### config.mk
export PLATFORM = sky130hd
export DESIGN_NAME = mem_port_mux
export DESIGN_NICKNAME = d
export VERILOG_FILES = /design/src/verilog/cache_bus_pkg.sv /design/src/verilog/rr_stream_arbiter.sv /design/src/verilog/write_data_router.sv /design/src/verilog/resp_router.sv /design/src/verilog/mem_port_mux.sv
export SDC_FILE = /design/constraint.sdc
export NUM_CORES = 1
export LEC_CHECK = 0
export ABC_CLOCK_PERIOD_IN_PS = 11000
export BUFFER_PORTS_ARGS = -buffer_cell sky130_fd_sc_hd__clkbuf_2
export CAP_MARGIN = 20
export CORE_AREA = 4 4 363 365
export CTS_BUF_LIST = sky130_fd_sc_hd__clkbuf_16
export CTS_CLUSTER_DIAMETER = 60
export DETAILED_ROUTE_END_ITERATION = 6
export DIE_AREA = 0 0 367 369
export HOLD_SLACK_MARGIN = 0.1
export SLEW_MARGIN = 30
export SYNTH_ARGS = -nofsm -noshare
export SYNTH_HDL_FRONTEND = slang
export SYNTH_SLANG_ARGS = --single-unit
### constraint.sdc
create_clock -name clk_i -period 11 [get_ports clk_i]
set_input_delay 2.2 -clock clk_i [delete_from_list [all_inputs] [get_ports clk_i]]
set_output_delay 2.2 -clock clk_i [all_outputs]
set_load 0.005 [all_outputs]
### src/verilog/cache_bus_pkg.sv
`default_nettype none

package cache_bus_pkg;

    // --------------------
    // widths and counts
    // --------------------
    typedef logic [31:0] addr_t;
    typedef logic [63:0] data_t;
    typedef logic [3:0]  axi_id_t;
    typedef logic [7:0]  beat_cnt_t;    // beats minus one
    typedef logic [1:0]  client_sel_t;

    localparam int unsigned NumClients  = 3;
    localparam int unsigned WOrderDepth = 4;   // writes in flight on W

    // index into every packed client array
    localparam client_sel_t SelDcache = 2'd0;
    localparam client_sel_t SelBypass = 2'd1;
    localparam client_sel_t SelIcache = 2'd2;

    localparam axi_id_t IdIcache     = 4'b0000;
    localparam axi_id_t IdDcache     = 4'b1100;
    localparam axi_id_t IdBypassBase = 4'b1000;  // 10xx

    // --------------------
    // channel payloads
    // --------------------
    typedef struct packed {
        axi_id_t   id;
        addr_t     addr;
        beat_cnt_t len;
    } ar_chan_t;

    typedef struct packed {
        axi_id_t   id;
        addr_t     addr;
        beat_cnt_t len;
    } aw_chan_t;

    typedef struct packed {
        data_t data;
        logic  last;
    } w_chan_t;

    typedef struct packed {
        axi_id_t id;
        data_t   data;
        logic    last;
    } r_chan_t;

    typedef struct packed {
        axi_id_t id;
    } b_chan_t;

    // master side of a port, same shape for clients and bus
    typedef struct packed {
        ar_chan_t ar;
        logic     ar_valid;
        aw_chan_t aw;
        logic     aw_valid;
        w_chan_t  w;
        logic     w_valid;
        logic     r_ready;
        logic     b_ready;
    } port_req_t;

    typedef struct packed {
        logic     ar_ready;
        logic     aw_ready;
        logic     w_ready;
        r_chan_t  r;
        logic     r_valid;
        b_chan_t  b;
        logic     b_valid;
    } port_rsp_t;

    // fixed ID map
    function automatic client_sel_t decode_id(axi_id_t id);
        client_sel_t sel;
        case (id) inside
            IdIcache:                             sel = SelIcache;
            IdDcache:                             sel = SelDcache;
            [IdBypassBase : IdBypassBase + 4'd3]: sel = SelBypass;
            default:                              sel = SelDcache; // unmapped
        endcase
        return sel;
    endfunction

endpackage

`default_nettype wire

### src/verilog/rr_stream_arbiter.sv
`timescale 1ns/1ps
`default_nettype none

module rr_stream_arbiter #(
    parameter type payload_t = logic
) (
    input  logic                                        clk_i,
    input  logic                                        reset_i,
    input  payload_t [cache_bus_pkg::NumClients-1:0]    inp_data_i,
    input  logic [cache_bus_pkg::NumClients-1:0]        inp_valid_i,
    output logic [cache_bus_pkg::NumClients-1:0]        inp_ready_o,
    output payload_t                                    oup_data_o,
    output logic                                        oup_valid_o,
    input  logic                                        oup_ready_i
);

    cache_bus_pkg::client_sel_t rr_ptr_q;   // highest priority client
    cache_bus_pkg::client_sel_t grant_q;    // held choice during a stall
    cache_bus_pkg::client_sel_t pick;
    cache_bus_pkg::client_sel_t grant;
    logic                       lock_q;
    logic                       found;

    // first valid client at or after the pointer
    always_comb begin : pick_next
        int unsigned idx;
        pick  = rr_ptr_q;
        found = 1'b0;
        for (int unsigned k = 0; k < cache_bus_pkg::NumClients; k++) begin
            idx = (int'(rr_ptr_q) + k) % cache_bus_pkg::NumClients;
            if (!found && inp_valid_i[idx]) begin
                pick  = cache_bus_pkg::client_sel_t'(idx);
                found = 1'b1;
            end
        end
    end

    assign grant       = lock_q ? grant_q : pick;
    assign oup_data_o  = inp_data_i[grant];
    assign oup_valid_o = inp_valid_i[grant];

    always_comb begin
        inp_ready_o        = '0;
        inp_ready_o[grant] = oup_ready_i;  // only the granted client sees ready
    end

    // --------------------
    // pointer and lock
    // --------------------
    always_ff @(posedge clk_i) begin
        if (reset_i) begin
            rr_ptr_q <= '0;
            grant_q  <= '0;
            lock_q   <= 1'b0;
        end else if (oup_valid_o && oup_ready_i) begin
            lock_q <= 1'b0;
            if (grant == cache_bus_pkg::client_sel_t'(cache_bus_pkg::NumClients - 1)) begin
                rr_ptr_q <= '0;
            end else begin
                rr_ptr_q <= grant + 2'd1;  // one past the winner
            end
        end else if (oup_valid_o) begin
            lock_q  <= 1'b1;                // bus stalled, keep this client
            grant_q <= grant;
        end
    end

endmodule

`default_nettype wire

### src/verilog/write_data_router.sv
`timescale 1ns/1ps
`default_nettype none

module write_data_router (
    input  logic                                                clk_i,
    input  logic                                                reset_i,
    // AW as seen on the bus
    input  cache_bus_pkg::aw_chan_t                             aw_i,
    input  logic                                                aw_valid_i,
    output logic                                                aw_ready_o,
    input  logic                                                aw_ready_i,
    // W from the clients
    input  cache_bus_pkg::w_chan_t [cache_bus_pkg::NumClients-1:0] w_i,
    input  logic [cache_bus_pkg::NumClients-1:0]                w_valid_i,
    output logic [cache_bus_pkg::NumClients-1:0]                w_ready_o,
    // W to the bus
    output cache_bus_pkg::w_chan_t                              w_o,
    output logic                                                w_valid_o,
    input  logic                                                w_ready_i
);

    localparam int unsigned PtrW = $clog2(cache_bus_pkg::WOrderDepth);

    typedef logic [PtrW-1:0] ptr_t;
    typedef logic [PtrW:0]   cnt_t;

    cache_bus_pkg::client_sel_t order_mem [cache_bus_pkg::WOrderDepth];
    ptr_t                       wr_ptr_q;
    ptr_t                       rd_ptr_q;
    cnt_t                       count_q;
    logic                       empty;
    logic                       full;
    logic                       push;
    logic                       pop;
    cache_bus_pkg::client_sel_t w_sel;

    assign empty = (count_q == '0);
    assign full  = (count_q == cnt_t'(cache_bus_pkg::WOrderDepth));

    // room left in the queue; the top masks AW requests with this,
    // so the bus never sees an AW that could not be recorded
    assign aw_ready_o = ~full;

    assign push = aw_valid_i & aw_ready_i;
    assign pop  = w_valid_o & w_ready_i & w_o.last & ~empty;

    // --------------------
    // write-order queue
    // --------------------
    always_ff @(posedge clk_i) begin
        if (push) begin
            order_mem[wr_ptr_q] <= cache_bus_pkg::decode_id(aw_i.id);
        end
    end

    always_ff @(posedge clk_i) begin
        if (reset_i) begin
            wr_ptr_q <= '0;
            rd_ptr_q <= '0;
            count_q  <= '0;
        end else begin
            if (push) wr_ptr_q <= wr_ptr_q + 1'b1;
            if (pop)  rd_ptr_q <= rd_ptr_q + 1'b1;
            if (push && !pop) begin
                count_q <= count_q + 1'b1;
            end else if (pop && !push) begin
                count_q <= count_q - 1'b1;
            end
        end
    end

    // --------------------
    // W mux
    // --------------------
    // icache never writes, so parking on it keeps bus W valid low
    assign w_sel = empty ? cache_bus_pkg::SelIcache : order_mem[rd_ptr_q];

    assign w_o       = w_i[w_sel];
    assign w_valid_o = w_valid_i[w_sel];

    always_comb begin
        w_ready_o        = '0;
        w_ready_o[w_sel] = w_ready_i;
    end

endmodule

`default_nettype wire

### src/verilog/resp_router.sv
`timescale 1ns/1ps
`default_nettype none

module resp_router (
    input  cache_bus_pkg::axi_id_t                      id_i,
    input  logic                                        valid_i,
    output logic                                        ready_o,
    output logic [cache_bus_pkg::NumClients-1:0]        valid_o,
    input  logic [cache_bus_pkg::NumClients-1:0]        ready_i
);

    cache_bus_pkg::client_sel_t sel;

    // unknown IDs end up at the data cache
    assign sel = cache_bus_pkg::decode_id(id_i);

    always_comb begin
        valid_o      = '0;
        valid_o[sel] = valid_i;
    end

    assign ready_o = ready_i[sel];   // backpressure from the addressed client

endmodule

`default_nettype wire

### src/verilog/mem_port_mux.sv
`timescale 1ns/1ps
`default_nettype none

module mem_port_mux (
    input  logic                                                    clk_i,
    input  logic                                                    reset_i,
    input  cache_bus_pkg::port_req_t [cache_bus_pkg::NumClients-1:0] client_req_i,
    output cache_bus_pkg::port_rsp_t [cache_bus_pkg::NumClients-1:0] client_rsp_o,
    output cache_bus_pkg::port_req_t                                bus_req_o,
    input  cache_bus_pkg::port_rsp_t                                bus_rsp_i
);

    cache_bus_pkg::ar_chan_t [cache_bus_pkg::NumClients-1:0] ar_data;
    cache_bus_pkg::aw_chan_t [cache_bus_pkg::NumClients-1:0] aw_data;
    cache_bus_pkg::w_chan_t  [cache_bus_pkg::NumClients-1:0] w_data;
    logic [cache_bus_pkg::NumClients-1:0] ar_valid, ar_ready;
    logic [cache_bus_pkg::NumClients-1:0] aw_valid, aw_ready;
    logic [cache_bus_pkg::NumClients-1:0] w_valid, w_ready;
    logic [cache_bus_pkg::NumClients-1:0] r_valid, r_ready;
    logic [cache_bus_pkg::NumClients-1:0] b_valid, b_ready;

    cache_bus_pkg::ar_chan_t bus_ar;
    cache_bus_pkg::aw_chan_t bus_aw;
    cache_bus_pkg::w_chan_t  bus_w;
    logic bus_ar_valid, bus_aw_valid, bus_w_valid;
    logic bus_r_ready, bus_b_ready;
    logic aw_room;     // write-order queue not full

    // --------------------
    // client side
    // --------------------
    always_comb begin
        for (int i = 0; i < cache_bus_pkg::NumClients; i++) begin
            ar_data[i]  = client_req_i[i].ar;
            ar_valid[i] = client_req_i[i].ar_valid;
            aw_data[i]  = client_req_i[i].aw;
            aw_valid[i] = client_req_i[i].aw_valid & aw_room;
            w_data[i]   = client_req_i[i].w;
            w_valid[i]  = client_req_i[i].w_valid;
            r_ready[i]  = client_req_i[i].r_ready;
            b_ready[i]  = client_req_i[i].b_ready;

            client_rsp_o[i].ar_ready = ar_ready[i];
            client_rsp_o[i].aw_ready = aw_ready[i] & aw_room;  // held off while queue is full
            client_rsp_o[i].w_ready  = w_ready[i];
            client_rsp_o[i].r        = bus_rsp_i.r;   // broadcast
            client_rsp_o[i].r_valid  = r_valid[i];
            client_rsp_o[i].b        = bus_rsp_i.b;   // broadcast
            client_rsp_o[i].b_valid  = b_valid[i];
        end
    end

    // --------------------
    // bus side
    // --------------------
    always_comb begin
        bus_req_o.ar       = bus_ar;
        bus_req_o.ar_valid = bus_ar_valid;
        bus_req_o.aw       = bus_aw;
        bus_req_o.aw_valid = bus_aw_valid;
        bus_req_o.w        = bus_w;
        bus_req_o.w_valid  = bus_w_valid;
        bus_req_o.r_ready  = bus_r_ready;
        bus_req_o.b_ready  = bus_b_ready;
    end

    rr_stream_arbiter #(.payload_t(cache_bus_pkg::ar_chan_t)) ar_arb_inst (
        .clk_i       (clk_i),
        .reset_i     (reset_i),
        .inp_data_i  (ar_data),
        .inp_valid_i (ar_valid),
        .inp_ready_o (ar_ready),
        .oup_data_o  (bus_ar),
        .oup_valid_o (bus_ar_valid),
        .oup_ready_i (bus_rsp_i.ar_ready)
    );

    rr_stream_arbiter #(.payload_t(cache_bus_pkg::aw_chan_t)) aw_arb_inst (
        .clk_i       (clk_i),
        .reset_i     (reset_i),
        .inp_data_i  (aw_data),
        .inp_valid_i (aw_valid),
        .inp_ready_o (aw_ready),
        .oup_data_o  (bus_aw),
        .oup_valid_o (bus_aw_valid),
        .oup_ready_i (bus_rsp_i.aw_ready)
    );

    // W has no ID, so data follows the AW acceptance order
    write_data_router w_router_inst (
        .clk_i      (clk_i),
        .reset_i    (reset_i),
        .aw_i       (bus_aw),
        .aw_valid_i (bus_aw_valid),
        .aw_ready_o (aw_room),
        .aw_ready_i (bus_rsp_i.aw_ready),
        .w_i        (w_data),
        .w_valid_i  (w_valid),
        .w_ready_o  (w_ready),
        .w_o        (bus_w),
        .w_valid_o  (bus_w_valid),
        .w_ready_i  (bus_rsp_i.w_ready)
    );

    resp_router r_router_inst (
        .id_i    (bus_rsp_i.r.id),
        .valid_i (bus_rsp_i.r_valid),
        .ready_o (bus_r_ready),
        .valid_o (r_valid),
        .ready_i (r_ready)
    );

    resp_router b_router_inst (
        .id_i    (bus_rsp_i.b.id),
        .valid_i (bus_rsp_i.b_valid),
        .ready_o (bus_b_ready),
        .valid_o (b_valid),
        .ready_i (b_ready)
    );

endmodule

`default_nettype wire

==> summary.md, run 1 <==
| Metric | Value |
|---|---|
| Status | completed |
| CTS Hold Bufs | 0 |
| Async S/R FF share, synth | 0% |
| Inserted Clock Buffers | 3 |
| Sw Share | 57.2% |
| Critical path class | input pin to output port |
| Core Util, Final | 8.63% |
| Clk slew on worst S/H paths | roughly 0.070 ns |
| Largest net degree at the start of global routing | 55 |
| Worst clock skew | 0.0131 ns |
| Die area | 135,000 um^2 |
| Port bufs | ~690 |
| Initial antenna violation count | 76 |
| Final wirelength | between 70,000 and 80,000 um |
| YS warnings | 0 |
| Die Span Y | 369 um |
| Layout cell share with drive strength beyond 1 | between 50% and 60% |
| Hold Path Class | flop to flop |
| # DRC | 0 |
| Post-synth top area cell | buf_4 |
| Commonest non-fill, non-tap cell in the layout | clkbuf_2 |
| Syn nets | roughly 1,500 |
| DR pass1 iterations | 7 |
| RSZ-0062 raised after global routing | no |
| WP data required | roughly 8.8 ns |
| # rows | approximately 130 |
| Pwr Total | 2270 uW |
| CP Launch Type | input pin |
| NetSw | between 1000 and 1500 uW |
| First-pass GRT wire length | between 80,000 and 90,000 um |
| Post-synthesis cell type count | 74 |
| Layout area overhead | 50.6% |
| Fin crit period | between 7 and 8 ns |
| Worst vdd ir | 141 uV |
| GRT Util Overall | 9.79% |
| Initial Util | ~5.7% |
| Worst-Margin Slew | 0.926 ns |
| Level count of the clock H-tree | 1 |
| Flop pwr share | 6.9% |
| Num ports | about 950 |
| Crit end category | output port |
| Slew HR | a little under two fifths |
| Total negative slack | 0 ns |
| Synth Instances | roughly 950 |
| Vias | 9,127 |
| Clk sink count | 27 |
| Total core area | approximately 130,000 um^2 |
| Final Worst Setup Slack | ~3.2 ns |
| Count of final max-slew check failures | 0 |
| Clock power frac | under 10% |
| Final hold vios | 0 |
| Synth Flop Type | dfxtp_1 |
| MaxCap Viol Count | 0 |
| Resize count post-CTS | 0 |
| Top cells by area, synth | buf_4 24%, mux2i_1 21%, o2bb2ai_2 8.1% |
| Vias per inst | between 2 and 3 |
| Drt initial violations | 452 |
| Routed len/inst | 23.4 um |
| Fmax | 128 MHz |
| Syn Std Cell Area | about 7400 um^2 |
| Combinational share of power | about nine tenths |
| Sequential element share of the synthesized area | 8.41% |
| PD cells | around 200 nW/um^2 |
| Period utilization | between 70% and 80% |
| EDFF count, synth | 8 |
| Number of synthesized register bits | 27 |
| Most frequent cells in the layout | 685 x clkbuf_2, 157 x mux2i_1, 116 x o21ai_0 |
| FF+latch area | 621 um^2 |
| Setup violators final | 0 |
| Vias in the first global route | 8,928 |
| CTS tree | built |
| Routability cong. | about 0.99 |
| Lkg Pwr | 0.00521 uW |
| Top-area cell type share of the netlist area | 23.7% |
| Hold WS | just over 0.5 ns |
| Mean area per synthesized cell | just under 8 um^2 |
| Postcts setup bufs | 0 |
| Detailed-placement wirelength estimate | between 60,000 and 70,000 um |
| Overall die width | ~370 um |
| Root buffer cell | clkbuf_16 |
| Antenna-violating nets left | 0 |
| Overflow after GRT | 0 |
| Area of the multi-input gates | approximately 4700 um^2 |
| Clk buf depth | 2 |
| Clk_lat worst skew | approximately 0.29 ns |
| WP data arrival | between 5 and 6 ns |
| Pint | approximately 970 uW |
| CP max FO | 44 |
| Nets | between 1,500 and 2,000 |
| Setup WS pre-CTS | about 3.2 ns |
| Fillcell total | ~15,000 |
[worst paths after layout]
kind / start / endpoint / slack [ns] / cells past startpoint
min reg2reg: w_router_inst.wr_ptr_q[1]$_SDFFE_PP0P_ / w_router_inst.wr_ptr_q[1]$_SDFFE_PP0P_ / 0.51 / 2
min: w_router_inst.wr_ptr_q[1]$_SDFFE_PP0P_ / w_router_inst.wr_ptr_q[1]$_SDFFE_PP0P_ / 0.51 / 2
max reg2reg: flop / w_router_inst.count_q[2]$_SDFFE_PP0P_ / 6.74 / 12
max: client_req_i[271] / bus_req_o[114] / 3.18 / 11
[logic make-up after synthesis]
kind of cell               share of synthesized area, %
AOI/OAI and AO/OA                                  26.3
xor gates and xnor gates                          0.475
adders and majority gates                          1.80
buffers and inverters                              28.6
DFF                                                8.41
muxes                                              22.8
and+or+nand+nor                                    11.6
[worst max-delay path, stage by stage]
cell and delay, ns:
clkbuf_2 0.17, or3b_1 0.44, a2111oi_4 0.41, nor2_1 0.09, a21oi_2 0.24, or2_2 0.30, buf_4 0.57, and2_2 0.25
buf_4 0.54, o2bb2ai_1 0.19, clkbuf_2 0.14
[area by class of cell]
class                           count  share of cell area (%)
Clock inverter                      1                  0.0676
Clock buffer                        3                   0.676
Inverter                           26                   0.878
Timing Repair Buffer              694                    31.5
Sequential cell                    27                    5.58
Antenna cell                       14                   0.315
Tap cell                         1675                    18.9
Multi-Input combinational cell    610                    42.2
[flip-flops by register name, summed over array words and instances, names as in the netlist, 2 cells and up, named ones only]
name,cells
w_router_inst.count_q,3
ar_arb_inst.rr_ptr_q,2
w_router_inst.order_mem,8
aw_arb_inst.grant_q,2
aw_arb_inst.rr_ptr_q,2
ar_arb_inst.grant_q,2
w_router_inst.wr_ptr_q,2
w_router_inst.rd_ptr_q,2
[per-layer routing]
metal  vias to the layer above  global-route usage, %  share of wire (%)
li1                       3994                      -                  -
met1                      4088                   10.5                 36
met2                       889                   16.9                 47
met3                       144                   5.04                 13
met4                        12                   2.50                3.2
met5                         -                      0               0.12
[stage by stage]
step                cells  area (um^2)
finish               3050        11100
floorplan             946         7380
global route         3046        11100
global placement     3032        11000
CTS                  3036        11100
detailed placement   3032        11000
[cells in the mapped netlist, types with 3 or more instances]
cell and number:
buf_4 233, mux2i_1 157, nand2_1 116, o21ai_0 116, o2bb2ai_2 40, inv_1 26, clkbuf_1 25, nor2_1 24
dfxtp_1 19, buf_2 14, o2bb2ai_1 10, ha_1 9, a21oi_1 8, edfxtp_1 8, a22oi_1 7, and2_1 7
nor3_1 7, nand3_1 6, o211ai_1 6, a221o_1 5, buf_1 5, o21a_1 5, a31oi_1 4, and3_1 4
buf_8 4, xor2_1 4, a21o_1 3, a311oi_1 3, and3b_1 3, mux2_1 3, mux2_2 3, nand2b_1 3
nor2b_1 3, o211a_1 3
[power groups by stage]
stage | combinational (uW) | clock (uW) | sequential (uW)
6_report | 2020 | 93.0 | 157
5_1_grt | 2190 | 103 | 161
2_1_floorplan | 1210 | 0 | 151
3_5_place_dp | 2060 | 0 | 159
4_1_cts | 2060 | 101 | 157
3_3_place_gp | 2020 | 0 | 158
No activity file was read; power rests on OpenSTA's default activity.
==> run 2, diff against run 1 <==
- ABC_CLOCK_PERIOD_IN_PS: 11000 -> 6500
- CORE_AREA: 4 4 363 365 -> 4 4 364 366
- DIE_AREA: 0 0 367 369 -> 0 0 368 370
- clock period: 11 -> 6.5 ns (I/O delays scaled with it)
==> summary.md, run 2 (same netlist as run 1, synthesis figures left out) <==
| Metric | Value |
|---|---|
| Pwr Total | 3930 uW |
| Worst clock skew | 0.00955 ns |
| Cells after DPL | between 3,000 and 4,000 |
| Layout cell share with drive strength beyond 1 | 56.1% |
| Clk buf depth | 2 |
| Setup violators final | 0 |
| Status | completed |
| WP data arrival | roughly 4.2 ns |
| Detailed-placement wirelength estimate | ~66,000 um |
| Hold Path Class | flop to flop |
| CP Launch Type | input pin |
| # DRC | 0 |
| Total negative slack | 0 ns |
| Most frequent cells in the layout | 685 x clkbuf_2, 157 x mux2i_1, 116 x o21ai_0 |
| Max reg flops | 8 |
| Overflow after GRT | 0 |
| Commonest non-fill, non-tap cell in the layout | clkbuf_2 |
| Largest net degree at the start of global routing | 53 |
| Num ports | about 950 |
| Layout area overhead | 52.5% |
| Period utilization | between 80% and 90% |
| RSZ-0062 raised after global routing | no |
| Vias in the first global route | 8,903 |
| Routability cong. | 0.964 |
| Fin crit period | 5.54 ns |
| Clk sink count | 27 |
| Die area | between 100,000 and 150,000 um^2 |
| Worst vdd ir | between 200 and 250 uV |
| Lkg Pwr | roughly 0.0053 uW |
| Worst-Margin Slew | between 0.8 and 0.9 ns |
| Nets | approximately 1,900 |
| Root buffer cell | clkbuf_16 |
| WP data required | roughly 5.2 ns |
| MaxCap Viol Count | 0 |
| Count of final max-slew check failures | 0 |
| Clk_lat worst skew | between 0.2 and 0.3 ns |
| Routed len/inst | approximately 23 um |
| Final wirelength | 71,600 um |
| Inserted Clock Buffers | 3 |
| Biggest regs | w_router_inst.order_mem x8, w_router_inst.count_q x3 |
| CTS Hold Bufs | 0 |
| Vias per inst | between 2 and 3 |
| CTS tree | built |
| Overall die width | ~370 um |
| Level count of the clock H-tree | 1 |
| Initial antenna violation count | 76 |
| Initial Util | between 5 and 6% |
| Fin cells | 3,127 |
| Postcts setup bufs | 0 |
| Total core area | between 100,000 and 150,000 um^2 |
| Largest stage delay on the critical path | between 0.5 and 0.6 ns |
| Fmax | 181 MHz |
| DR pass1 iterations | 5 |
| Hold WS | a little over 0.5 ns |
| Crit end category | output port |
| Vias | roughly 9,000 |
| Resize count post-CTS | 0 |
| Top reg by flops | w_router_inst.order_mem |
| CP max FO | 27 |
| Clk slew on worst S/H paths | 0.07 ns |
| Final hold vios | 0 |
| Critical path's slowest cell | nand2_2 |
| First-pass GRT wire length | 87,800 um |
| Slew HR | a little over two fifths |
| # rows | 132 |
| Critical path class | input pin to output port |
| Antenna-violating nets left | 0 |
| Drt initial violations | roughly 550 |
| GRT Util Overall | under 10% |
| Die Span Y | 370 um |
| Core Util, Final | under 10% |
| Port bufs | 685 |
| Worst-path cell chain | clkbuf_2 -> mux2i_1 -> o21ai_1 -> or3_1 -> a211o_1 -> nand2_2 -> buf_4 -> mux2i_1 -> o21ai_0 -> clkbuf_2 |
| PD cells | 349 nW/um^2 |
## run 2: cell types whose count changed in the layout (fill, tap and decap cells not counted), sizes merged
cell,previous run,this run
buf,9,19
## run 2: where the power goes
group	internal (uW)	total (uW)	switching [uW]
Sequential	226	266	39.6
Combinational	1370	3500	2130
Clock	84.2	156	72.2
Total	1680	3930	2250
## run 2: critical path, delay by kind of cell
family | cells | cell delay (ns)
and+or+nand+nor | 2 | 0.99
muxes | 2 | 0.33
AOI/OAI and AO/OA | 3 | 0.71
buffers and inverters | 3 | 0.88
## run 2: path summary, 6_finish.rpt
path | start | to | slack, ns | depth (start not counted)
setup / recovery | client_req_i[226] | bus_req_o[90] | 0.96 | 10
setup reg to reg | aw_arb_inst.rr_ptr_q[1]$_SDFFE_PP0P_ | w_router_inst.count_q[2]$_SDFFE_PP0P_ | 2.47 | 14
hold / removal | w_router_inst.count_q[2]$_SDFFE_PP0P_ | w_router_inst.count_q[2]$_SDFFE_PP0P_ | 0.52 | 2
hold reg to reg | w_router_inst.count_q[2]$_SDFFE_PP0P_ | w_router_inst.count_q[2]$_SDFFE_PP0P_ | 0.52 | 2
## run 2: layout make-up
type / instances / area [um^2]
well taps: 1742 / 2180
fillers: 15300 / 118000
flip-flops and latches: 27 / 621
multi-input cells: 610 / 4670
diodes: 14 / 35.0
clock buffers: 3 / 75.1
repair buffers: 704 / 3570
inverters: 26 / 97.6
clock inverters: 1 / 7.51
## run 2: routing by layer
layer	wire length [um]	GRT usage [%]	vias to the layer above	part of all wire (%)
met5	88	0.392	-	0.12
met2	32700	16.3	924	46
li1	-	-	4011	-
met4	1450	1.43	8	2.0
met3	9950	5.09	123	14
met1	27400	11.2	4095	38
## run 2: per-stage QoR
| step | worst slack [ns] | area, um^2 |
|---|---|---|
| floorplan | 1.90 | 7380 |
| global placement | 0.982 | 11100 |
| CTS | 0.943 | 11200 |
| finish | 0.960 | 11300 |
| detailed placement | 0.947 | 11100 |
| global route | 0.773 | 11200 |
